[src/cell_pkg.sv]
`default_nettype none

package cell_pkg;

  // Memory geometry
  localparam int addr_width = 10;
  localparam int noun_width = addr_width;
  localparam int tag_width  = 8;
  localparam int word_width = tag_width + 2 * noun_width;
  localparam int mem_depth  = 1024;

  // All ones marks the end of the parent chain
  localparam logic [addr_width-1:0] nil_addr = '1;

  // Node kind in tag bits 1..0
  // Bit 1 set means the head is a cell, bit 0 set means the tail is a cell
  typedef enum logic [1:0] {
    atom_atom = 2'b00,
    atom_cell = 2'b01,
    cell_atom = 2'b10,
    cell_cell = 2'b11
  } node_kind_e;

  // Visited marks, only set while the walker is below that side
  localparam int hed_visited_bit = 3;
  localparam int tel_visited_bit = 2;

  // One memory word
  typedef struct packed {
    logic [tag_width-1:0]  tag;
    logic [noun_width-1:0] hed;
    logic [noun_width-1:0] tel;
  } cell_word_t;

endpackage

`default_nettype wire

[src/walk_pkg.sv]
`default_nettype none

package walk_pkg;

  import cell_pkg::*;

  // Memory operation carried with each request
  typedef enum logic {
    get_contents = 1'b0,
    set_contents = 1'b1
  } mem_op_e;

  // Request held stable by the requester until ready
  typedef struct packed {
    logic                  valid;
    mem_op_e               op;
    logic [addr_width-1:0] addr;
    cell_word_t            wdata;
  } mem_req_t;

  // Engine sequencer states
  typedef enum logic [1:0] {
    func_read     = 2'b00,
    func_write    = 2'b01,
    func_traverse = 2'b10
  } walk_func_e;

  // Per-node decision of the pointer reversal
  typedef enum logic [1:0] {
    act_push   = 2'b00,
    act_pop    = 2'b01,
    act_switch = 2'b10,
    act_leaf   = 2'b11
  } rev_action_e;

endpackage

`default_nettype wire

[src/pointer_reversal.sv]
`timescale 1ns/1ps
`default_nettype none

module pointer_reversal
  import cell_pkg::*;
  import walk_pkg::*;
(
  input  wire logic                  clk,
  input  wire logic                  rst,
  input  wire logic                  start,
  input  wire logic [addr_width-1:0] start_addr,
  input  wire logic                  step,
  input  wire cell_word_t            node,
  output rev_action_e                action,
  output cell_word_t                 node_next,
  output logic [addr_width-1:0]      next_addr
);

  logic [addr_width-1:0] back_q;
  logic [addr_width-1:0] cur_q;
  logic                  tel_pend_q;
  logic                  use_tel;
  logic                  hed_vis;
  logic                  tel_vis;
  logic [addr_width-1:0] field;

  assign hed_vis = node.tag[hed_visited_bit];
  assign tel_vis = node.tag[tel_visited_bit];
  // Field that is followed on a push or restored on a pop
  assign field   = use_tel ? node.tel : node.hed;

  // Decide the action from kind and visited marks
  always_comb begin
    action  = act_leaf;
    use_tel = 1'b0;
    if (tel_pend_q) begin
      // Second half of a switch
      action  = act_push;
      use_tel = 1'b1;
    end else begin
      case (node_kind_e'(node.tag[1:0]))
        cell_cell: begin
          if (!hed_vis) begin
            action = act_push;
          end else if (!tel_vis) begin
            action = act_switch;
          end else begin
            action  = act_pop;
            use_tel = 1'b1;
          end
        end
        cell_atom: action = hed_vis ? act_pop : act_push;
        atom_cell: begin
          action  = tel_vis ? act_pop : act_push;
          use_tel = 1'b1;
        end
        default: action = act_leaf;
      endcase
    end
  end

  // Rewritten node and the next address to read
  always_comb begin
    node_next = node;
    next_addr = back_q;
    case (action)
      act_push: begin
        node_next.tag[use_tel ? tel_visited_bit : hed_visited_bit] = 1'b1;
        if (use_tel) node_next.tel = back_q;
        else         node_next.hed = back_q;
        next_addr = field;
      end
      act_switch: begin
        node_next.hed = cur_q;
        next_addr     = node.tel;
      end
      act_pop: begin
        node_next.tag[hed_visited_bit] = 1'b0;
        node_next.tag[tel_visited_bit] = 1'b0;
        if (use_tel) node_next.tel = cur_q;
        else         node_next.hed = cur_q;
        next_addr = field;
      end
      default: next_addr = back_q;
    endcase
  end

  always_ff @(posedge clk or negedge rst) begin
    if (!rst) begin
      back_q     <= nil_addr;
      cur_q      <= nil_addr;
      tel_pend_q <= 1'b0;
    end else if (start) begin
      back_q     <= nil_addr;
      cur_q      <= start_addr;
      tel_pend_q <= 1'b0;
    end else if (step) begin
      case (action)
        act_push: begin
          back_q     <= cur_q;
          cur_q      <= field;
          tel_pend_q <= 1'b0;
        end
        act_switch: begin
          back_q     <= node.hed;
          cur_q      <= back_q;
          tel_pend_q <= 1'b1;
        end
        act_pop: begin
          back_q <= field;
          cur_q  <= back_q;
        end
        default: ;
      endcase
    end
  end

  // The node being popped is always reached through a live back pointer
  a_pop_has_parent: assert property (@(posedge clk) disable iff (!rst)
    step && action == act_pop |-> back_q != nil_addr);

endmodule

`default_nettype wire

[config.mk]
export PLATFORM = sky130hd
export DESIGN_NAME = pointer_reversal
export DESIGN_NICKNAME = d
export VERILOG_FILES = /design/src/cell_pkg.sv /design/src/walk_pkg.sv /design/src/pointer_reversal.sv
export SDC_FILE = /design/constraint.sdc
export NUM_CORES = 1
export LEC_CHECK = 0
export ABC_AREA = 1
export CAP_MARGIN = 20
export CORE_MARGIN = 3
export CORE_UTILIZATION = 40
export DETAILED_ROUTE_END_ITERATION = 8
export DONT_BUFFER_PORTS = 1
export SLEW_MARGIN = 30
export SYNTH_ARGS = -nofsm -noshare
export SYNTH_HDL_FRONTEND = slang
export SYNTH_SLANG_ARGS = --single-unit
[constraint.sdc]
create_clock -name clk -period 3.2 [get_ports clk]
set_input_delay 0.64 -clock clk [delete_from_list [all_inputs] [get_ports clk]]
set_output_delay 0.64 -clock clk [all_outputs]
set_load 0.01 [all_outputs]
==> results.cfg <==
[run]
cap_violations = 0

[detailed_routing]
first_pass_iters = 5
detail_route.iter0.violations = 121
wl_per_cell_um = 16.6
dr_total_vias = 2701
ant_nets = 0
drc = 0
wl_mm = 8.30
post_drt_via_cell_ratio = 5.40

[cells_and_area]
register_area_um2 = 551
final_cell_mix = nand2_1, nor2_1, nand3_1
diodes = 0
fillers = 672
drive_gt1_share_pct = 17.6
finalNetCount = 472
final_cells = 500
syn_to_final_growth_pct = 6.52
multiInputGateArea_um2 = 1560
fin_area_um2 = 2640
final_common_cell = nand2_1

[logic_synthesis]
ys_seq_elements = 21
syn_area_um2 = 2480
syn_nets = 467
synth_cell_types = 29
synthCells = 421
synth.yosys.seq_area_share_pct = 22.2
yosysWarnings = 0
avgSynthCellArea_um2 = 5.88

[floorplan]
die_h_um = 84.7
coreArea_um2 = 5960
fp.dieArea_um2 = 7170
io_pins = 82
rows = 28
die_x_um = 84.7
start_util_pct = 41.6

[cts]
cts_setup_buffers = 0
cts_max_path_buffers = 2
cts_repair_resize_count = 0
cts_hold_buf = 0
cts-root-buf = clkbuf_8
cts_max_level = 1
cts_tree = built
cts.clk_slew.worst_paths_ns = 0.09
clock-sinks = 21
insertion_delay_ns = 0.27
cts_made_buffers = 3

[setup_path]
rrSetupSlack_ns = 0.87
reg2reg_from = tel_pend_q
worst_setup_path_start_kind = flop
required_ns = 2.56
worstRegToRegCells = 9
worstSetupPathType = flop to primary output
path_max_fanout = 15
reg2reg_to = cur_q[2]
cp-end-kind = primary output
arrival_ns = 2.20

[power]
ir_drop_mv = 0.182
leakage_nw = 1.39
powerDensity_nw_per_um2 = 462

[global_route]
grt_pass1_wl_mm = 13.5
grt_pass1_vias = 2604
grt_max_degree = 22
antenna_found_initial = 0
grt_usage_pct = 23.6
gr-total-overflow = 0

[timing]
worst_pin_slew_ns = 0.756
period_minus_slack_ns = 2.84
rsz0062_at_grt = false
holdWs_ns = 0.0591
fin_skew_ns = 0.00855
drv_slew = 0
setup_tns_ns = 0
maxSlewHeadroom_pct = 49.5
finalSetupViolations = 0
hold_viol_final = 0
fmax_mhz = 352
period_share_pct = 88.9

[placed_design]
port_buffers = 0
place_area_um2 = 2590
dp_hpwl_mm = 5.96
dp.cells = 496
gp_congestion = 0.879

[run_status]
status = complete, no violations

[worst_hold_path]
holdCritPathClass = input port to async pin
-- layer usage --
layer | routed length [um] | global-route usage, % | vias to the layer above | share of wire (%)
met5 | 0 | 0 | - | 0
met4 | 113 | 4.89 | 0 | 1.4
met3 | 687 | 4.02 | 12 | 8.3
met2 | 3790 | 38.9 | 113 | 46
met1 | 3710 | 32.5 | 1230 | 45
li1 | - | - | 1346 | -
-- power breakdown --
part	switching [mW]	leakage [nW]	total [mW]	internal (mW)
combinational	0.373	1.15	0.584	0.211
clock	0.0935	0.0228	0.182	0.0889
sequential	0.0753	0.224	0.451	0.376
total	0.542	1.39	1.22	0.676
-- area by class of cell --
| cell class | count | area share (%) |
|---|---|---|
| sequential | 21 | 20.9 |
| multi-input combinational | 326 | 59.3 |
| clock buffer | 4 | 1.71 |
| inverter | 46 | 6.64 |
| tap | 75 | 3.56 |
| timing repair buffer | 28 | 7.97 |
-- worst max-delay path by stage --
stage | from | end | cells after the start | slack, ns
after CTS | tel_pend_q | node_next[14] | 11 | 0.37
after detailed placement | node[23] | node_next[14] | 12 | 0.41
after floorplan | tel_pend_q | node_next[1] | 11 | 0.43
final | tel_pend_q | node_next[11] | 11 | 0.36
after global placement | node[23] | node_next[12] | 12 | 0.42
after global routing | tel_pend_q | node_next[11] | 11 | 0.14
-- state kept, by name, indices dropped and copies added (netlist names) --
register and cells:
back_q 10, cur_q 10, tel_pend_q 1
-- logic make-up (layout without fill, tap and decap cells) --
family | Yosys count | in the layout | share of synthesized area, %
and+or+nand+nor | 245 | 245 | 43.3
AOI/OAI and AO/OA | 77 | 77 | 17.8
buffers and inverters | 74 | 78 | 14.7
DFF | 21 | 21 | 22.2
adders and majority gates | 4 | 4 | 2.02
-- per-stage QoR --
stage	total power [mW]	util [%]	setup slack, ns
after floorplan	0.874	-	0.426
after global placement	1.03	43.5	0.418
after detailed placement	1.03	43.5	0.407
after CTS	1.22	44.3	0.370
after global routing	1.32	44.3	0.143
final	1.22	44.3	0.355
-- synthesized netlist by cell type --
cell	n	area share, %
o21ai_1	1	0.20
dfrtp_1	1	1.0
nor2_4	2	0.91
nor2_1	50	7.6
a21oi_1	38	7.7
buf_4	8	2.4
nand2_1	135	20
buf_12	1	0.81
nand3_2	1	0.40
inv_4	1	0.25
ha_1	4	2.0
buf_2	11	2.2
a22o_1	4	1.4
a21oi_4	1	0.66
nand2_2	2	0.51
clkinv_1	1	0.15
o21ai_4	1	0.66
inv_1	39	5.9
o21ai_0	23	4.6
nand3_1	45	9.1
o31ai_2	1	0.51
buf_6	3	1.4
o22ai_1	8	2.0
buf_1	1	0.15
clkbuf_1	4	0.61
nor2_2	1	0.25
dfstp_2	20	21
inv_2	5	0.76
nand2_4	9	4.1
-- worst max-delay path: stages (launching register included) --
cell	delay (ns)
dfrtp_1	0.39
inv_1	0.07
nand2_1	0.05
nor2_1	0.23
ha_1	0.26
buf_4	0.23
nand3_1	0.09
nand2_1	0.28
nand2_1	0.09
nand2_1	0.08
nand2_1	0.05
nand2_1	0.10
(Power assumes the default switching activity.)
