[config.mk]
export PLATFORM = sky130hd
export DESIGN_NAME = traversal_engine
export DESIGN_NICKNAME = d
export VERILOG_FILES = /design/src/cell_pkg.sv /design/src/walk_pkg.sv /design/src/traversal_engine.sv
export SDC_FILE = /design/constraint.sdc
export NUM_CORES = 1
export LEC_CHECK = 0
export BUFFER_PORTS_ARGS = -buffer_cell sky130_fd_sc_hd__buf_2
export CAP_MARGIN = 5
export CORE_MARGIN = 1.5
export CORE_UTILIZATION = 45
export CTS_BUF_LIST = sky130_fd_sc_hd__clkbuf_8 sky130_fd_sc_hd__clkbuf_16
export CTS_CLUSTER_SIZE = 8
export DETAILED_ROUTE_END_ITERATION = 7
export GPL_ROUTABILITY_DRIVEN = 0
export MAX_ROUTING_LAYER = met4
export PLACE_DENSITY = 0.83
export SYNTH_ARGS = -nofsm -noshare
export SYNTH_HDL_FRONTEND = slang
export SYNTH_SLANG_ARGS = --single-unit
[constraint.sdc]
create_clock -name clk -period 1.8 [get_ports clk]
set_input_delay 0.36 -clock clk [delete_from_list [all_inputs] [get_ports clk]]
set_output_delay 0.36 -clock clk [all_outputs]
set_load 0.01 [all_outputs]
[src/cell_pkg.sv]
`default_nettype none

package cell_pkg;

  // Memory geometry
  localparam int addr_width = 10;
  localparam int noun_width = addr_width;
  localparam int tag_width  = 8;
  localparam int word_width = tag_width + 2 * noun_width;
  localparam int mem_depth  = 1024;

  // All ones marks the end of the parent chain
  localparam logic [addr_width-1:0] nil_addr = '1;

  // Node kind in tag bits 1..0
  // Bit 1 set means the head is a cell, bit 0 set means the tail is a cell
  typedef enum logic [1:0] {
    atom_atom = 2'b00,
    atom_cell = 2'b01,
    cell_atom = 2'b10,
    cell_cell = 2'b11
  } node_kind_e;

  // Visited marks, only set while the walker is below that side
  localparam int hed_visited_bit = 3;
  localparam int tel_visited_bit = 2;

  // One memory word
  typedef struct packed {
    logic [tag_width-1:0]  tag;
    logic [noun_width-1:0] hed;
    logic [noun_width-1:0] tel;
  } cell_word_t;

endpackage

`default_nettype wire

[src/walk_pkg.sv]
`default_nettype none

package walk_pkg;

  import cell_pkg::*;

  // Memory operation carried with each request
  typedef enum logic {
    get_contents = 1'b0,
    set_contents = 1'b1
  } mem_op_e;

  // Request held stable by the requester until ready
  typedef struct packed {
    logic                  valid;
    mem_op_e               op;
    logic [addr_width-1:0] addr;
    cell_word_t            wdata;
  } mem_req_t;

  // Engine sequencer states
  typedef enum logic [1:0] {
    func_read     = 2'b00,
    func_write    = 2'b01,
    func_traverse = 2'b10
  } walk_func_e;

  // Per-node decision of the pointer reversal
  typedef enum logic [1:0] {
    act_push   = 2'b00,
    act_pop    = 2'b01,
    act_switch = 2'b10,
    act_leaf   = 2'b11
  } rev_action_e;

endpackage

`default_nettype wire

[src/traversal_engine.sv]
`timescale 1ns/1ps
`default_nettype none

module traversal_engine
  import cell_pkg::*;
  import walk_pkg::*;
(
  input  wire logic                  clk,
  input  wire logic                  rst,
  input  wire logic                  start,
  input  wire logic [addr_width-1:0] start_addr,
  output logic                       busy,
  output logic                       done,
  output logic [addr_width-1:0]      cell_count,
  output mem_req_t                   mem_req,
  input  wire cell_word_t            mem_rdata,
  input  wire logic                  mem_ready,
  output logic                       step,
  output cell_word_t                 node,
  input  wire rev_action_e           action,
  input  wire cell_word_t            node_next,
  input  wire logic [addr_width-1:0] next_addr
);

  walk_func_e            state_q;
  logic                  busy_q;
  logic                  done_q;
  logic [addr_width-1:0] count_q;
  logic [addr_width-1:0] cur_addr_q;
  logic [addr_width-1:0] nxt_addr_q;
  cell_word_t            node_q;
  mem_req_t              req_q;
  logic                  read_due;
  logic [addr_width-1:0] due_addr;

  assign step = busy_q && state_q == func_traverse;

  // A read falls due after a leaf, or once a write-back completes
  assign read_due = (step && action == act_leaf) ||
                    (busy_q && state_q == func_write && req_q.valid && mem_ready);
  assign due_addr = (state_q == func_traverse) ? next_addr : nxt_addr_q;

  always_ff @(posedge clk or negedge rst) begin
    if (!rst) begin
      state_q    <= func_read;
      busy_q     <= 1'b0;
      done_q     <= 1'b0;
      count_q    <= '0;
      cur_addr_q <= '0;
      nxt_addr_q <= '0;
      node_q     <= '0;
      req_q      <= '0;
    end else begin
      done_q <= 1'b0;
      if (!busy_q) begin
        if (start) begin
          busy_q     <= 1'b1;
          count_q    <= addr_width'(1);
          cur_addr_q <= start_addr;
          state_q    <= func_read;
        end
      end else begin
        case (state_q)
          func_read: begin
            if (!req_q.valid) begin
              req_q.valid <= 1'b1;
              req_q.op    <= get_contents;
              req_q.addr  <= cur_addr_q;
            end else if (mem_ready) begin
              node_q      <= mem_rdata;
              req_q.valid <= 1'b0;
              state_q     <= func_traverse;
            end
          end
          func_write: begin
            if (!req_q.valid) begin
              req_q.valid <= 1'b1;
              req_q.op    <= set_contents;
              req_q.addr  <= cur_addr_q;
              req_q.wdata <= node_q;
            end else if (mem_ready) begin
              req_q.valid <= 1'b0;
            end
          end
          func_traverse: begin
            case (action)
              act_push, act_pop: begin
                node_q     <= node_next;
                nxt_addr_q <= next_addr;
                state_q    <= func_write;
                if (action == act_push) count_q <= count_q + 1'b1;
              end
              // Head restored, tail push follows on the next step
              act_switch: node_q <= node_next;
              default: ;
            endcase
          end
          default: state_q <= func_read;
        endcase

        if (read_due) begin
          state_q <= func_read;
          if (due_addr == nil_addr) begin
            // Climbed past the root
            done_q <= 1'b1;
            busy_q <= 1'b0;
          end else begin
            cur_addr_q <= due_addr;
          end
        end
      end
    end
  end

  assign busy       = busy_q;
  assign done       = done_q;
  assign cell_count = count_q;
  assign mem_req    = req_q;
  assign node       = node_q;

endmodule

`default_nettype wire

==> impl_metrics.tcl <==
set metrics [dict create \
    dp.final_hpwl_mm 8.59 \
    max_slew_margin_pct 70.5 \
    mappedNetlistArea_mm2 0.00471 \
    dp_cells 706 \
    ant_nets 0 \
    grt_first_pass_wirelength_mm 18.3 \
    reg2reg_to "cur_addr_q[6]$_DFFE_PN0P_" \
    critPathBufInv 1 \
    ys_ff_latch 102 \
    clockBufferDepth 2 \
    rows 37 \
    yosysWarnings 0 \
    yosysTopAreaCellShare_pct 54.2 \
    cap_violations 0 \
    vdd_drop_max_mv 0.668 \
    max_freq_mhz 582 \
    h-tree-depth 3 \
    worstMarginPinSlew_ns 0.442 \
    ys_types 44 \
    overflow 0 \
    period_needed_ns 1.72 \
    die-area_mm2 0.0111 \
    reg2reg_depth 5 \
    netlist_top_cells_area "dfrtp_1, mux2i_1, nand2_1, mux2_1, mux2_2" \
    slowest_delay_ns 0.46 \
    drtPass1Iterations 4 \
    drc 0 \
    leakage_uw 0.00295 \
    synth_nets 501 \
    wl_mm 11.4 \
    crit_cells 5 \
    post_cts_buffers 0 \
    nets 665 \
    critPathRequiredTime_ns 2.07 \
    instances_no_fill 723 \
    power_density_mw_per_mm2 1510 \
    cp_cell_sequence "nor2b_4, buf_12, mux2i_1, a211o_1, o211ai_1" \
    drive_above_1_share_pct 38.5 \
    synth_flop_cell "dfrtp_1" \
    setup_violations 0 \
    grt_max_degree 57 \
    hold_class "in -> reg" \
    worstSkewPairLatency_ns 0.36 \
    io_pins 163 \
    track_usage_pct 21.5 \
    num_vias 3850 \
    r2r-start "state_q[0]$_DFFE_PN0P_" \
    holdCritStartpoint "next_addr[2]" \
    path_class "reg -> reg" \
    post_drt_wl_per_cell_um 15.7 \
    viasPerCell 5.33 \
    crit_slowest_cell "dfrtp_2" \
    min_to "nxt_addr_q[2]$_DFFE_PN0P_" \
    diodes 0 \
    syn-instance-count 418 \
    ys_seq_area_share_pct 54.2 \
    start_util_pct 46.0 \
    final_util_pct 58.2 \
    min_path_cells 3 \
    reg2reg_slack_ns 0.08 \
    clock_skew_ns 0.0109 \
    synth_common_cells "dfrtp_1, nand2_1, mux2i_1" \
    setup_tns_ns 0 \
    core_area_mm2 0.0102 \
    cp_top_family "compound AO/OA/AOI/OAI gates" \
    antenna_found_initial 0 \
    grt_pass1_vias 3716 \
    clk_pin_slew_ns 0.10 \
    rsz0062_at_grt "true" \
    status "finished clean" \
    n_fill_cell 873 \
    arrival_ns 1.99 \
    port_buffers 162 \
    cp-end-kind "flip-flop" \
    finalHoldViolCount 0 \
    worstSetupStartpointType "flip-flop" \
    critical_path.max_fanout 36 \
    die_y_um 105 \
    fp.dieW_um 105 \
    asyncSetResetFlopFracSynth_pct 100 \
    dr.first_iter.drc_count 170 \
    final.period_utilization_pct 95.4 \
    cts.sinks 102 \
    yosysTopAreaCell "dfrtp_1" \
    numCtsBuffers 9 \
    area_delta_synth_final_pct 26.6 \
    clockRootBuffer "clkbuf_8" \
    slew_violations 0 \
    avgSynthCellArea_um2 11.3 \
    cts_tree "done" \
    synth_edf_count 0 \
    synth_most_common_cell "dfrtp_1" \
]
## layout make-up
cell class | count | area, um^2 | area share [%]
clock buffer | 13 | 179 | 3.00
clock inverter | 3 | 25.0 | 0.420
inverter | 3 | 11.3 | 0.189
multi-input combinational | 286 | 2000 | 33.6
sequential | 102 | 2550 | 42.9
tap | 136 | 170 | 2.86
timing repair buffer | 180 | 1010 | 17.0
## cells in the final DEF, fill, tap and decap left out, types with 3 or more instances in the layout
| master | n |
|---|---|
| buf_2 | 161 |
| dfrtp_1 | 100 |
| nand2_1 | 80 |
| mux2i_1 | 39 |
| mux2_1 | 20 |
| mux2_2 | 20 |
| o211ai_1 | 20 |
| o21ai_1 | 20 |
| nor2_1 | 14 |
| o21ai_0 | 13 |
| clkbuf_8 | 13 |
| buf_4 | 13 |
| a211o_1 | 9 |
| nand4_1 | 5 |
| buf_12 | 5 |
| nand3_1 | 4 |
| a21oi_1 | 4 |
| inv_1 | 3 |
| nand2b_1 | 3 |
| nor2b_1 | 3 |
## kinds of logic after synthesis
kind of cell | Yosys count | synth area share, %
mux | 80 | 18.2
buf+inv | 30 | 3.70
xor+xnor | 2 | 0.372
fa+ha+maj | 1 | 0.266
compound gates | 75 | 10.3
flops | 102 | 54.2
simple gates | 128 | 12.9
## registers in the layout, indices dropped and copies added (netlist names)
register and flops:
mem_req 40, busy 1, done 1, state_q 2, cell_count 10, node 28, nxt_addr_q 10, cur_addr_q 10
## worst max-delay path by stage
stage,startpoint,endpoint,slack (ns)
3_5_place_dp,state_q[0]$_DFFE_PN0P_,cur_addr_q[7]$_DFFE_PN0P_,-0.0005
4_1_cts,state_q[0]$_DFFE_PN0P_,cur_addr_q[6]$_DFFE_PN0P_,0.05
3_3_place_gp,state_q[0]$_DFFE_PN0P_,cur_addr_q[1]$_DFFE_PN0P_,0.09
2_1_floorplan,state_q[1]$_DFFE_PN0P_,mem_req[10]$_DFFE_PN0P_,0.10
6_report,state_q[0]$_DFFE_PN0P_,cur_addr_q[6]$_DFFE_PN0P_,0.08
5_1_grt,state_q[1]$_DFFE_PN0P_,cur_addr_q[6]$_DFFE_PN0P_,-0.02
## metal layers
layer	up-vias	global-route usage, %	wire (um)
li1	1814	-	-
met1	1864	26.1	4790
met2	156	36.1	5660
met3	16	3.59	739
met4	0	8.22	183
met5	-	-	0
## stage by stage
step                      total power (uW)  setup WS (ns)  hold slack, ns  area [um^2]
after CTS                             9090         0.0472           0.206         5940
after detailed placement              7670      -0.000492           0.342         5730
after floorplan                       6160          0.104          0.0644         4710
after global placement                7470         0.0937           0.337         5730
after global routing                  9650        -0.0218           0.204         5960
final                                 9010         0.0831           0.222         5960
## power by group
group	switching [uW]	leakage [uW]	internal [uW]
sequential	658	0.00128	3250
clock	763	0.000102	662
combinational	1960	0.00157	1710
## timing repair
item | in CTS | in global routing
hold buffers | 1 | 0
endpoints found under the hold margin | 29 | 0
endpoints found under the setup margin | 1 | 13
gates resized for setup | 1 | 4
## tightest hold or removal path: cells and delay by family
kind / cells / cell delay, ns
buffers and inverters: 1 / 0.10
AND/OR/NAND/NOR: 2 / 0.10
(Power assumes the default switching activity.)
